$ cat src/mdu_cfg.svh
`ifndef MDU_CFG_SVH
`define MDU_CFG_SVH

`define MDU_XLEN        32
`define MDU_TAG_W       4
`define MDU_IN_DEPTH    4
`define MDU_RES_DEPTH   4
`define MDU_MUL_STAGES  3

// limit is saturated to the result queue depth
`define MDU_CREDITS_RST `MDU_RES_DEPTH
`define MDU_CRED_W      ($clog2(`MDU_RES_DEPTH + 1))

`endif

$ cat src/mdu_pkg.sv
`default_nettype none

`include "mdu_cfg.svh"

package mdu_pkg;

    // top bit set for divides
    typedef enum logic [2:0] {
        MDU_MUL    = 3'b000,
        MDU_MULH   = 3'b001,
        MDU_MULHSU = 3'b010,
        MDU_MULHU  = 3'b011,
        MDU_DIV    = 3'b100,
        MDU_DIVU   = 3'b101,
        MDU_REM    = 3'b110,
        MDU_REMU   = 3'b111
    } mdu_op_e;

    typedef struct packed {
        mdu_op_e                op;
        logic [`MDU_XLEN-1:0]   a;
        logic [`MDU_XLEN-1:0]   b;
        logic [`MDU_TAG_W-1:0]  tag;
    } mdu_req_t;

    typedef struct packed {
        logic [`MDU_XLEN-1:0]   data;
        logic [`MDU_TAG_W-1:0]  tag;
    } mdu_res_t;

endpackage

`default_nettype wire

$ cat src/mdu_op_if.sv
`timescale 1ns/1ps
`default_nettype none

`include "mdu_cfg.svh"

interface mdu_op_if;

    logic               valid;
    logic               ready;
    mdu_pkg::mdu_req_t  req;

    modport src (
        output valid,
        output req,
        input  ready
    );

    modport dst (
        input  valid,
        input  req,
        output ready
    );

endinterface

`default_nettype wire

$ cat src/mdu_fifo.sv
`timescale 1ns/1ps
`default_nettype none

`include "mdu_cfg.svh"

module mdu_fifo #(
    parameter type T     = logic [7:0],
    parameter int  DEPTH = `MDU_IN_DEPTH
) (
    input  wire                         clk,
    input  wire                         rst_n_i,
    input  wire                         push_i,
    input  wire T                       push_data_i,
    input  wire                         pop_i,
    output T                            data_o,
    output logic                        empty_o,
    output logic                        full_o,
    output logic [$clog2(DEPTH+1)-1:0]  count_o
);

    localparam int AW = (DEPTH > 1) ? $clog2(DEPTH) : 1;
    localparam int CW = $clog2(DEPTH + 1);

    T                mem [DEPTH];
    logic [AW-1:0]   wr_ptr_q;
    logic [AW-1:0]   rd_ptr_q;
    logic [CW-1:0]   cnt_q;

    always_ff @(posedge clk) begin
        if (push_i) begin
            mem[wr_ptr_q] <= push_data_i;
        end
    end

    always_ff @(posedge clk or negedge rst_n_i) begin
        if (!rst_n_i) begin
            wr_ptr_q <= '0;
            rd_ptr_q <= '0;
            cnt_q    <= '0;
        end else begin
            if (push_i) begin
                wr_ptr_q <= (wr_ptr_q == AW'(DEPTH - 1)) ? '0 : wr_ptr_q + 1'b1;
            end
            if (pop_i) begin
                rd_ptr_q <= (rd_ptr_q == AW'(DEPTH - 1)) ? '0 : rd_ptr_q + 1'b1;
            end
            case ({push_i, pop_i})
                2'b10:   cnt_q <= cnt_q + 1'b1;
                2'b01:   cnt_q <= cnt_q - 1'b1;
                default: cnt_q <= cnt_q;
            endcase
        end
    end

    assign data_o  = mem[rd_ptr_q]; // head, valid when not empty
    assign empty_o = (cnt_q == '0);
    assign full_o  = (cnt_q == CW'(DEPTH));
    assign count_o = cnt_q;

    // producers upstream must hold back on their own
    a_no_overflow: assert property (@(posedge clk) disable iff (!rst_n_i)
        push_i |-> !full_o);
    a_no_underflow: assert property (@(posedge clk) disable iff (!rst_n_i)
        pop_i |-> !empty_o);

endmodule

`default_nettype wire

$ cat src/mdu_muler.sv
`timescale 1ns/1ps
`default_nettype none

`include "mdu_cfg.svh"

module mdu_muler (
    input  wire                 clk,
    input  wire                 rst_n_i,
    input  wire                 valid_i,
    input  wire mdu_pkg::mdu_req_t req_i,
    output logic                valid_o,
    output mdu_pkg::mdu_res_t   res_o
);

    localparam int W = `MDU_XLEN;

    logic                   a_sx;
    logic                   b_sx;
    logic                   v1_q, v2_q, v3_q;
    logic signed [W:0]      a1_q, b1_q;
    logic signed [2*W+1:0]  p2_q;
    mdu_pkg::mdu_op_e       op1_q, op2_q;
    logic [`MDU_TAG_W-1:0]  tag1_q, tag2_q;
    mdu_pkg::mdu_res_t      res3_q;

    // MUL only needs the low word, extension does not matter there
    assign a_sx = ((req_i.op == mdu_pkg::MDU_MULH) || (req_i.op == mdu_pkg::MDU_MULHSU))
                  && req_i.a[W-1];
    assign b_sx = (req_i.op == mdu_pkg::MDU_MULH) && req_i.b[W-1];

    always_ff @(posedge clk or negedge rst_n_i) begin
        if (!rst_n_i) begin
            v1_q <= 1'b0;
            v2_q <= 1'b0;
            v3_q <= 1'b0;
        end else begin
            v1_q <= valid_i;
            v2_q <= v1_q;
            v3_q <= v2_q;
        end
    end

    always_ff @(posedge clk) begin
        a1_q   <= {a_sx, req_i.a}; // stage 1: extend
        b1_q   <= {b_sx, req_i.b};
        op1_q  <= req_i.op;
        tag1_q <= req_i.tag;
        p2_q   <= a1_q * b1_q; // stage 2: 66-bit product
        op2_q  <= op1_q;
        tag2_q <= tag1_q;
        res3_q.data <= (op2_q == mdu_pkg::MDU_MUL) ? p2_q[W-1:0] : p2_q[2*W-1:W];
        res3_q.tag  <= tag2_q;
    end

    assign valid_o = v3_q;
    assign res_o   = res3_q;

endmodule

`default_nettype wire

$ cat src/mdu_diver.sv
`timescale 1ns/1ps
`default_nettype none

`include "mdu_cfg.svh"

module mdu_diver (
    input  wire                 clk,
    input  wire                 rst_n_i,
    input  wire                 start_i,
    input  wire mdu_pkg::mdu_req_t req_i,
    output logic                busy_o,
    output logic                done_o,
    output mdu_pkg::mdu_res_t   res_o
);

    localparam int W = `MDU_XLEN;

    logic                   sgn;
    logic [W-1:0]           a_mag, b_mag;
    logic [W:0]             shifted;
    logic [W+1:0]           diff;
    logic [W-1:0]           quo_fix, rem_fix;
    logic                   busy_q, done_q;
    logic [$clog2(W+1)-1:0] cnt_q;
    logic [W-1:0]           quo_q, rem_q, dvs_q, dvd_q;
    logic                   neg_q_q, neg_r_q, dz_q, rem_sel_q;
    logic [`MDU_TAG_W-1:0]  tag_q;

    assign sgn   = (req_i.op == mdu_pkg::MDU_DIV) || (req_i.op == mdu_pkg::MDU_REM);
    assign a_mag = (sgn && req_i.a[W-1]) ? -req_i.a : req_i.a;
    assign b_mag = (sgn && req_i.b[W-1]) ? -req_i.b : req_i.b;

    assign shifted = {rem_q, quo_q[W-1]};
    assign diff    = {1'b0, shifted} - {2'b00, dvs_q}; // msb set on borrow

    // most negative / -1 lands on the dividend with no special case
    assign quo_fix = neg_q_q ? -quo_q : quo_q;
    assign rem_fix = neg_r_q ? -rem_q : rem_q;

    always_ff @(posedge clk or negedge rst_n_i) begin
        if (!rst_n_i) begin
            busy_q <= 1'b0;
            done_q <= 1'b0;
            cnt_q  <= '0;
        end else begin
            done_q <= 1'b0;
            if (start_i) begin
                busy_q <= 1'b1;
                cnt_q  <= '0;
            end else if (busy_q) begin
                cnt_q <= cnt_q + 1'b1;
                if (cnt_q == W) begin // sign fix cycle
                    busy_q <= 1'b0;
                    done_q <= 1'b1;
                end
            end
        end
    end

    always_ff @(posedge clk) begin
        if (start_i) begin
            quo_q     <= a_mag;
            rem_q     <= '0;
            dvs_q     <= b_mag;
            dvd_q     <= req_i.a;
            neg_q_q   <= sgn && (req_i.a[W-1] ^ req_i.b[W-1]);
            neg_r_q   <= sgn && req_i.a[W-1];
            dz_q      <= (req_i.b == '0);
            rem_sel_q <= req_i.op[1];
            tag_q     <= req_i.tag;
        end else if (busy_q && (cnt_q < W)) begin
            quo_q <= {quo_q[W-2:0], ~diff[W+1]};
            rem_q <= diff[W+1] ? shifted[W-1:0] : diff[W-1:0];
        end
    end

    always_comb begin
        res_o.tag = tag_q;
        if (dz_q) begin
            res_o.data = rem_sel_q ? dvd_q : '1; // divide by zero
        end else begin
            res_o.data = rem_sel_q ? rem_fix : quo_fix;
        end
    end

    assign busy_o = busy_q;
    assign done_o = done_q;

    a_no_restart: assert property (@(posedge clk) disable iff (!rst_n_i)
        start_i |-> !busy_o);
    a_done_time: assert property (@(posedge clk) disable iff (!rst_n_i)
        start_i |=> busy_o [*33] ##1 done_o);

endmodule

`default_nettype wire

$ cat src/mdu.sv
`timescale 1ns/1ps
`default_nettype none

`include "mdu_cfg.svh"

module mdu (
    input  wire                         clk,
    input  wire                         rst_n_i,
    mdu_op_if.dst                       op,
    input  wire [`MDU_CRED_W-1:0]       credit_limit_i,
    input  wire                         res_credit_i,
    output logic                        res_valid_o,
    output mdu_pkg::mdu_res_t           res_o
);

    logic                       is_div, room, fire, send, push;
    logic                       mul_valid, div_busy, div_done, res_empty;
    logic [`MDU_CRED_W-1:0]     inflight_q, out_q, res_cnt;
    logic [`MDU_CRED_W:0]       used;
    mdu_pkg::mdu_res_t          mul_res, div_res, push_res;

    assign is_div = op.req.op[2];
    assign used   = inflight_q + res_cnt; // reserved result slots
    assign room   = (used < `MDU_RES_DEPTH);

    // divides wait for the multiplier to drain
    assign op.ready = room && !div_busy && (!is_div || (inflight_q == '0));
    assign fire     = op.valid && op.ready;

    mdu_muler u_muler (
        .clk,
        .rst_n_i,
        .valid_i (fire && !is_div),
        .req_i   (op.req),
        .valid_o (mul_valid),
        .res_o   (mul_res)
    );

    mdu_diver u_diver (
        .clk,
        .rst_n_i,
        .start_i (fire && is_div),
        .req_i   (op.req),
        .busy_o  (div_busy),
        .done_o  (div_done),
        .res_o   (div_res)
    );

    assign push     = mul_valid || div_done;
    assign push_res = mul_valid ? mul_res : div_res;
    assign send     = !res_empty && (out_q < credit_limit_i);

    mdu_fifo #(
        .T     (mdu_pkg::mdu_res_t),
        .DEPTH (`MDU_RES_DEPTH)
    ) u_res_fifo (
        .clk,
        .rst_n_i,
        .push_i      (push),
        .push_data_i (push_res),
        .pop_i       (send),
        .data_o      (res_o),
        .empty_o     (res_empty),
        .full_o      (),
        .count_o     (res_cnt)
    );

    always_ff @(posedge clk or negedge rst_n_i) begin
        if (!rst_n_i) begin
            inflight_q <= '0;
            out_q      <= '0;
        end else begin
            case ({fire, push})
                2'b10:   inflight_q <= inflight_q + 1'b1;
                2'b01:   inflight_q <= inflight_q - 1'b1;
                default: inflight_q <= inflight_q;
            endcase
            case ({send, res_credit_i})
                2'b10:   out_q <= out_q + 1'b1;
                2'b01:   out_q <= out_q - 1'b1;
                default: out_q <= out_q;
            endcase
        end
    end

    assign res_valid_o = send;

    a_one_writer: assert property (@(posedge clk) disable iff (!rst_n_i)
        !(mul_valid && div_done));
    a_credit_bound: assert property (@(posedge clk) disable iff (!rst_n_i)
        (out_q <= credit_limit_i) ##1 $stable(credit_limit_i) |-> (out_q <= credit_limit_i));

endmodule

`default_nettype wire

$ cat src/mdu_csr.sv
`timescale 1ns/1ps
`default_nettype none

`include "mdu_cfg.svh"

module mdu_csr (
    input  wire                         clk,
    input  wire                         rst_n_i,
    input  wire                         cfg_we_i,
    input  wire                         cfg_addr_i,
    input  wire [`MDU_XLEN-1:0]         cfg_wdata_i,
    output logic [`MDU_XLEN-1:0]        cfg_rdata_o,
    input  wire                         res_valid_i,
    output logic [`MDU_CRED_W-1:0]      credit_limit_o
);

    localparam int CW = `MDU_CRED_W;

    logic [CW-1:0]          limit_q;
    logic [`MDU_XLEN-1:0]   done_cnt_q;

    always_ff @(posedge clk or negedge rst_n_i) begin
        if (!rst_n_i) begin
            limit_q    <= CW'(`MDU_CREDITS_RST);
            done_cnt_q <= '0;
        end else begin
            if (cfg_we_i && !cfg_addr_i) begin // addr 1 is read only
                limit_q <= (cfg_wdata_i > `MDU_RES_DEPTH) ? CW'(`MDU_RES_DEPTH)
                                                          : cfg_wdata_i[CW-1:0];
            end
            if (res_valid_i) begin
                done_cnt_q <= done_cnt_q + 1'b1;
            end
        end
    end

    assign cfg_rdata_o    = cfg_addr_i ? done_cnt_q : `MDU_XLEN'(limit_q);
    assign credit_limit_o = limit_q;

endmodule

`default_nettype wire

$ cat src/mdu_top.sv
`timescale 1ns/1ps
`default_nettype none

`include "mdu_cfg.svh"

module mdu_top (
    input  wire                         clk,
    input  wire                         rst_n_i,
    input  wire                         req_valid_i,
    input  wire mdu_pkg::mdu_op_e       req_op_i,
    input  wire [`MDU_XLEN-1:0]         req_a_i,
    input  wire [`MDU_XLEN-1:0]         req_b_i,
    input  wire [`MDU_TAG_W-1:0]        req_tag_i,
    output logic                        req_credit_o,
    output logic                        res_valid_o,
    output logic [`MDU_XLEN-1:0]        res_data_o,
    output logic [`MDU_TAG_W-1:0]       res_tag_o,
    input  wire                         res_credit_i,
    input  wire                         cfg_we_i,
    input  wire                         cfg_addr_i,
    input  wire [`MDU_XLEN-1:0]         cfg_wdata_i,
    output logic [`MDU_XLEN-1:0]        cfg_rdata_o
);

    mdu_pkg::mdu_req_t          in_req;
    mdu_pkg::mdu_res_t          res;
    logic                       in_empty;
    logic                       in_pop;
    logic [`MDU_CRED_W-1:0]     credit_limit;

    mdu_op_if in_op ();

    assign in_req = '{op: req_op_i, a: req_a_i, b: req_b_i, tag: req_tag_i};

    mdu_fifo #(
        .T     (mdu_pkg::mdu_req_t),
        .DEPTH (`MDU_IN_DEPTH)
    ) u_in_fifo (
        .clk,
        .rst_n_i,
        .push_i      (req_valid_i),
        .push_data_i (in_req),
        .pop_i       (in_pop),
        .data_o      (in_op.req),
        .empty_o     (in_empty),
        .full_o      (),
        .count_o     ()
    );

    assign in_op.valid  = !in_empty;
    assign in_pop       = in_op.valid && in_op.ready;
    assign req_credit_o = in_pop; // one credit per popped entry

    mdu u_mdu (
        .clk,
        .rst_n_i,
        .op             (in_op.dst),
        .credit_limit_i (credit_limit),
        .res_credit_i,
        .res_valid_o,
        .res_o          (res)
    );

    assign res_data_o = res.data;
    assign res_tag_o  = res.tag;

    mdu_csr u_csr (
        .clk,
        .rst_n_i,
        .cfg_we_i,
        .cfg_addr_i,
        .cfg_wdata_i,
        .cfg_rdata_o,
        .res_valid_i    (res_valid_o),
        .credit_limit_o (credit_limit)
    );

endmodule

`default_nettype wire

$ cat config.mk
export PLATFORM = sky130hd
export DESIGN_NAME = mdu_top
export DESIGN_NICKNAME = d
export VERILOG_FILES = /design/src/mdu_pkg.sv /design/src/mdu_op_if.sv /design/src/mdu_fifo.sv /design/src/mdu_muler.sv /design/src/mdu_diver.sv /design/src/mdu.sv /design/src/mdu_csr.sv /design/src/mdu_top.sv
export VERILOG_INCLUDE_DIRS = /design/src
export SDC_FILE = /design/constraint.sdc
export NUM_CORES = 2
export LEC_CHECK = 0
export BUFFER_PORTS_ARGS = -buffer_cell sky130_fd_sc_hd__buf_2
export CORE_AREA = 2 2 386 349
export CTS_BUF_LIST = sky130_fd_sc_hd__clkbuf_16
export DETAILED_ROUTE_END_ITERATION = 6
export DIE_AREA = 0 0 388 351
export HOLD_SLACK_MARGIN = 0.03
export PLACE_DENSITY = 0.7
export REMOVE_ABC_BUFFERS = 1
export SLEW_MARGIN = 20
export SYNTH_ARGS = -nofsm -noshare
export SYNTH_HDL_FRONTEND = slang
export SYNTH_SLANG_ARGS = --single-unit
$ cat constraint.sdc
create_clock -name clk -period 11.5 [get_ports clk]
set_input_delay 1.15 -clock clk [delete_from_list [all_inputs] [get_ports clk]]
set_output_delay 1.15 -clock clk [all_outputs]
set_load 0.02 [all_outputs]
==> results.tsv <==
stage	metric	value	unit
floorplanning	initial core utilization	0.5354	
timing	Total Neg Setup Slack	0	ns
timing	RSZ-0062 raised after global routing	false	
layout	NumNets Final	7911	
logic_synthesis	Post-synth top cells	inv_1, fa_1, nand2_1	
hold_path	hold depth	0	
timing	actual slew at the worst max-slew pin	1.181	ns
grt	initial antenna violation count	7	
grt	overflow left after global routing	0	
routing	Remaining DRCs	1	
clocking	Clock Latency Late Sink	0.67	ns
grt	gr usage total	0.2834	
logic_synthesis	asr flop ratio synth	0.08148	
status	failing checks	design-rule violations	
layout	Filler cells	11010	
grt	largest net degree at the start of global routing	68	
setup_path	Crit. End Element	flip-flop	
timing	final hold vios	0	
logic_synthesis	xor/xnor share of the synthesized area	0.03321	
logic_synthesis	sequential share of the synthesized area	0.3083	
clocking	hold buffer count at CTS	0	
clocking	H-Tree Depth	3	
logic_synthesis	Adder-Cell Fraction of Synth Area	0.3663	
setup_path	Startpoint Class	flip-flop	
routing	vias	46110	
clocking	CTS root buf	clkbuf_16	
floorplanning	Core ar.	132500	um2
hold_path	Tightest Hold Check Type	flip-flop to flip-flop	
timing	# setup viols final	0	
grt	vias in the first global route	49390	
clocking	post-CTS resize count	0	
floorplanning	Chip Height	351	um
routing	ANT nets after route	0	
logic_synthesis	Synth Instances	6337	
logic_synthesis	Synthesis Warnings	0	
routing	routed wire length per instance	22.74	um
routing	final WL	186.9	mm
setup_path	Worst EP required	12.09	ns
logic_synthesis	library cells used by synthesis	88	
logic_synthesis	EDFF count, synth	532	
flow_run	Max-cap violations	0	
setup_path	WS Path Type	flip-flop to flip-flop	
layout	Layout area overhead	7.483	%
floorplanning	IO Count	179	
placement	HPWL after DPL	141.1	mm
layout	layout cells sized above 1	0.09150	
logic_synthesis	Yosys top cell area share	0.3188	
timing	Period minus WS final	9.311	ns
logic_synthesis	count leader, synth	inv_1	
logic_synthesis	Mean Syn Cell Area	11.20	um2
floorplanning	row count	127	
logic_synthesis	mux contribution to synthesized area	0.04894	
logic_synthesis	leading area contributor after synthesis	fa_1	
routing	Initial DRT Pass Iterations	7	
logic_synthesis	simple-gate share of the synthesized area	0.1166	
layout	register area	21910	um2
timing	fmax	107.4	MHz
clocking	clock buffer depth	3	
layout	area used by multi-input combinational logic	43390	um2
setup_path	crit path DAT	9.90	ns
setup_path	r2r worst-path depth	26	
grt	global-route wire length before repair	291.6	mm
floorplanning	die width	388	um
floorplanning	full die area	136200	um2
status	status	finished, violations left	
clocking	CTS tree	built	
routing	starting DRC count in detailed routing	3632	
setup_path	CP max FO	18	
logic_synthesis	mapped cell area	70950	um2
logic_synthesis	FF+latch count, synth	810	
logic_synthesis	top cells by area, synth	fa_1, edfxtp_1, inv_1, dfxtp_1, and2_1	
logic_synthesis	Compound-Gate Fraction of Synth Area	0.04582	
logic_synthesis	main flop type after synthesis	edfxtp_1	
routing	post-DR vias/cell	5.611	
placement	Buffers on Ports	178	
logic_synthesis	largest family of logic cells by synthesized area	adder cells	
timing	Rel. slew slack	0.2115	
timing	Final Slew Violations	0	
clocking	post-CTS setup buffer count	0	
clocking	CTS buffer count	82	
clocking	clk sink count	810	
placement	routability cong.	0.9655	
timing	Clock Skew	0.02648	ns
timing	Final period util	0.8096	
clocking	Worst-path clk slew	0.06	ns
[worst paths after layout]
| check | slack, ns | startpoint | to |
|---|---|---|---|
| setup / recovery | 2.19 | u_mdu.u_muler.a1_q[21] | u_mdu.u_muler.p2_q[56] |
| setup reg to reg | 2.19 | u_mdu.u_muler.a1_q[21] | u_mdu.u_muler.p2_q[56] |
| max in group asynchronous | 10.15 | rst_n_i | u_in_fifo.rd_ptr_q[1] |
| hold / removal | 0.32 | u_mdu.u_muler.tag2_q[2] | u_mdu.u_muler.res_o[2] |
| min in group asynchronous | 0.66 | rst_n_i | u_csr.done_cnt_q[17] |
| hold reg to reg | 0.32 | u_mdu.u_muler.tag2_q[2] | u_mdu.u_muler.res_o[2] |
[registers in the layout, indices dropped and copies added, names as in the netlist, 3 cells and up]
name                      count
u_mdu.out_q                   3
u_mdu.u_diver.cnt_q           6
u_mdu.u_muler.a1_q           33
u_mdu.u_diver.tag_q           4
u_mdu.u_diver.quo_q          32
u_mdu.u_muler.op2_q           3
u_in_fifo.mem               284
u_mdu.u_muler.res_o          36
u_mdu.u_muler.tag2_q          4
u_mdu.u_diver.dvd_q          32
u_csr.done_cnt_q             32
u_in_fifo.count_o             3
u_mdu.u_diver.dvs_q          32
u_mdu.u_res_fifo.count_o      3
u_mdu.inflight_q              3
u_mdu.u_muler.op1_q           3
u_mdu.u_muler.tag1_q          4
u_mdu.u_diver.rem_q          32
u_mdu.u_muler.p2_q           64
u_mdu.u_muler.b1_q           33
u_mdu.u_res_fifo.mem        144
u_csr.credit_limit_o          3
[kinds of logic after synthesis]
family / count (synthesis)
xor+xnor: 269
buf+inv: 1488
mux: 196
fa+ha+maj: 1399
compound gates: 525
simple gates: 1650
flops: 810
[cells in the final DEF (no fill, tap or decap), types with 25 or more instances in the layout]
cell type and n:
dfxtp_2 25, mux2_2 43, nor2b_1 37, nand3_1 45, mux2i_1 46, mux4_1 28, edfxtp_1 532, fa_1 1130
a21o_1 55, inv_1 1214, nand2_1 730, nor2_1 101, nor3_1 34, mux4_2 74, xor2_1 92, ha_1 269
o31ai_1 26, and2_1 537, a21oi_1 132, buf_4 93, buf_2 178, o21ai_0 167, xnor2_1 177, nand2b_1 26
dfrtp_1 61, dfxtp_1 187, clkbuf_16 87
[worst max-delay path: stages (launching register included)]
cell	delay [ns]
dfxtp_1	0.89
buf_4	0.38
nand2_1	0.11
fa_1	0.57
inv_1	0.06
fa_1	0.53
inv_1	0.05
fa_1	0.53
inv_1	0.05
fa_1	0.42
fa_1	0.49
inv_1	0.06
fa_1	0.57
fa_1	0.43
fa_1	0.50
inv_1	0.05
ha_1	0.33
a211oi_1	0.30
o21ai_0	0.21
a221o_1	0.35
and2_1	0.18
o31ai_1	0.88
nand2_1	0.24
a2111o_1	0.46
a31o_2	0.25
a31oi_1	0.19
xnor2_1	0.13
[area by class of cell]
cell class                      count  area share
Timing Repair Buffer              272     0.02110
Tap cell                         1741     0.02857
Clock inverter                     64    0.006251
Inverter                         1198     0.05899
Antenna cell                        6   0.0001969
Multi-Input combinational cell   4039      0.5690
Clock buffer                       87     0.02855
Sequential cell                   810      0.2874
[per-stage QoR]
step / utilization / setup WS [ns] / instances / hold slack, ns / instance area, um2
6_report: 0.5754 / 2.189 / 8217 / 0.3238 / 76260
3_5_place_dp: 0.5552 / 2.295 / 8060 / 0.3135 / 73580
5_1_grt: 0.5753 / 1.889 / 8212 / 0.3321 / 76240
4_1_cts: 0.5753 / 2.247 / 8211 / 0.3250 / 76240
3_3_place_gp: 0.5552 / 2.311 / 8060 / 0.3104 / 73580
2_1_floorplan: - / 2.789 / 6047 / 0.3096 / 69710
[metal layers]
metal | track usage | part of all wire
met1 | 0.3855 | 0.41
met2 | 0.4538 | 0.46
met3 | 0.06318 | 0.091
met4 | 0.09632 | 0.037
met5 | 0 | 0.00015
Power is not shown: default switching activity piles up to over one toggle a cycle in this logic, so the estimate is an artifact.
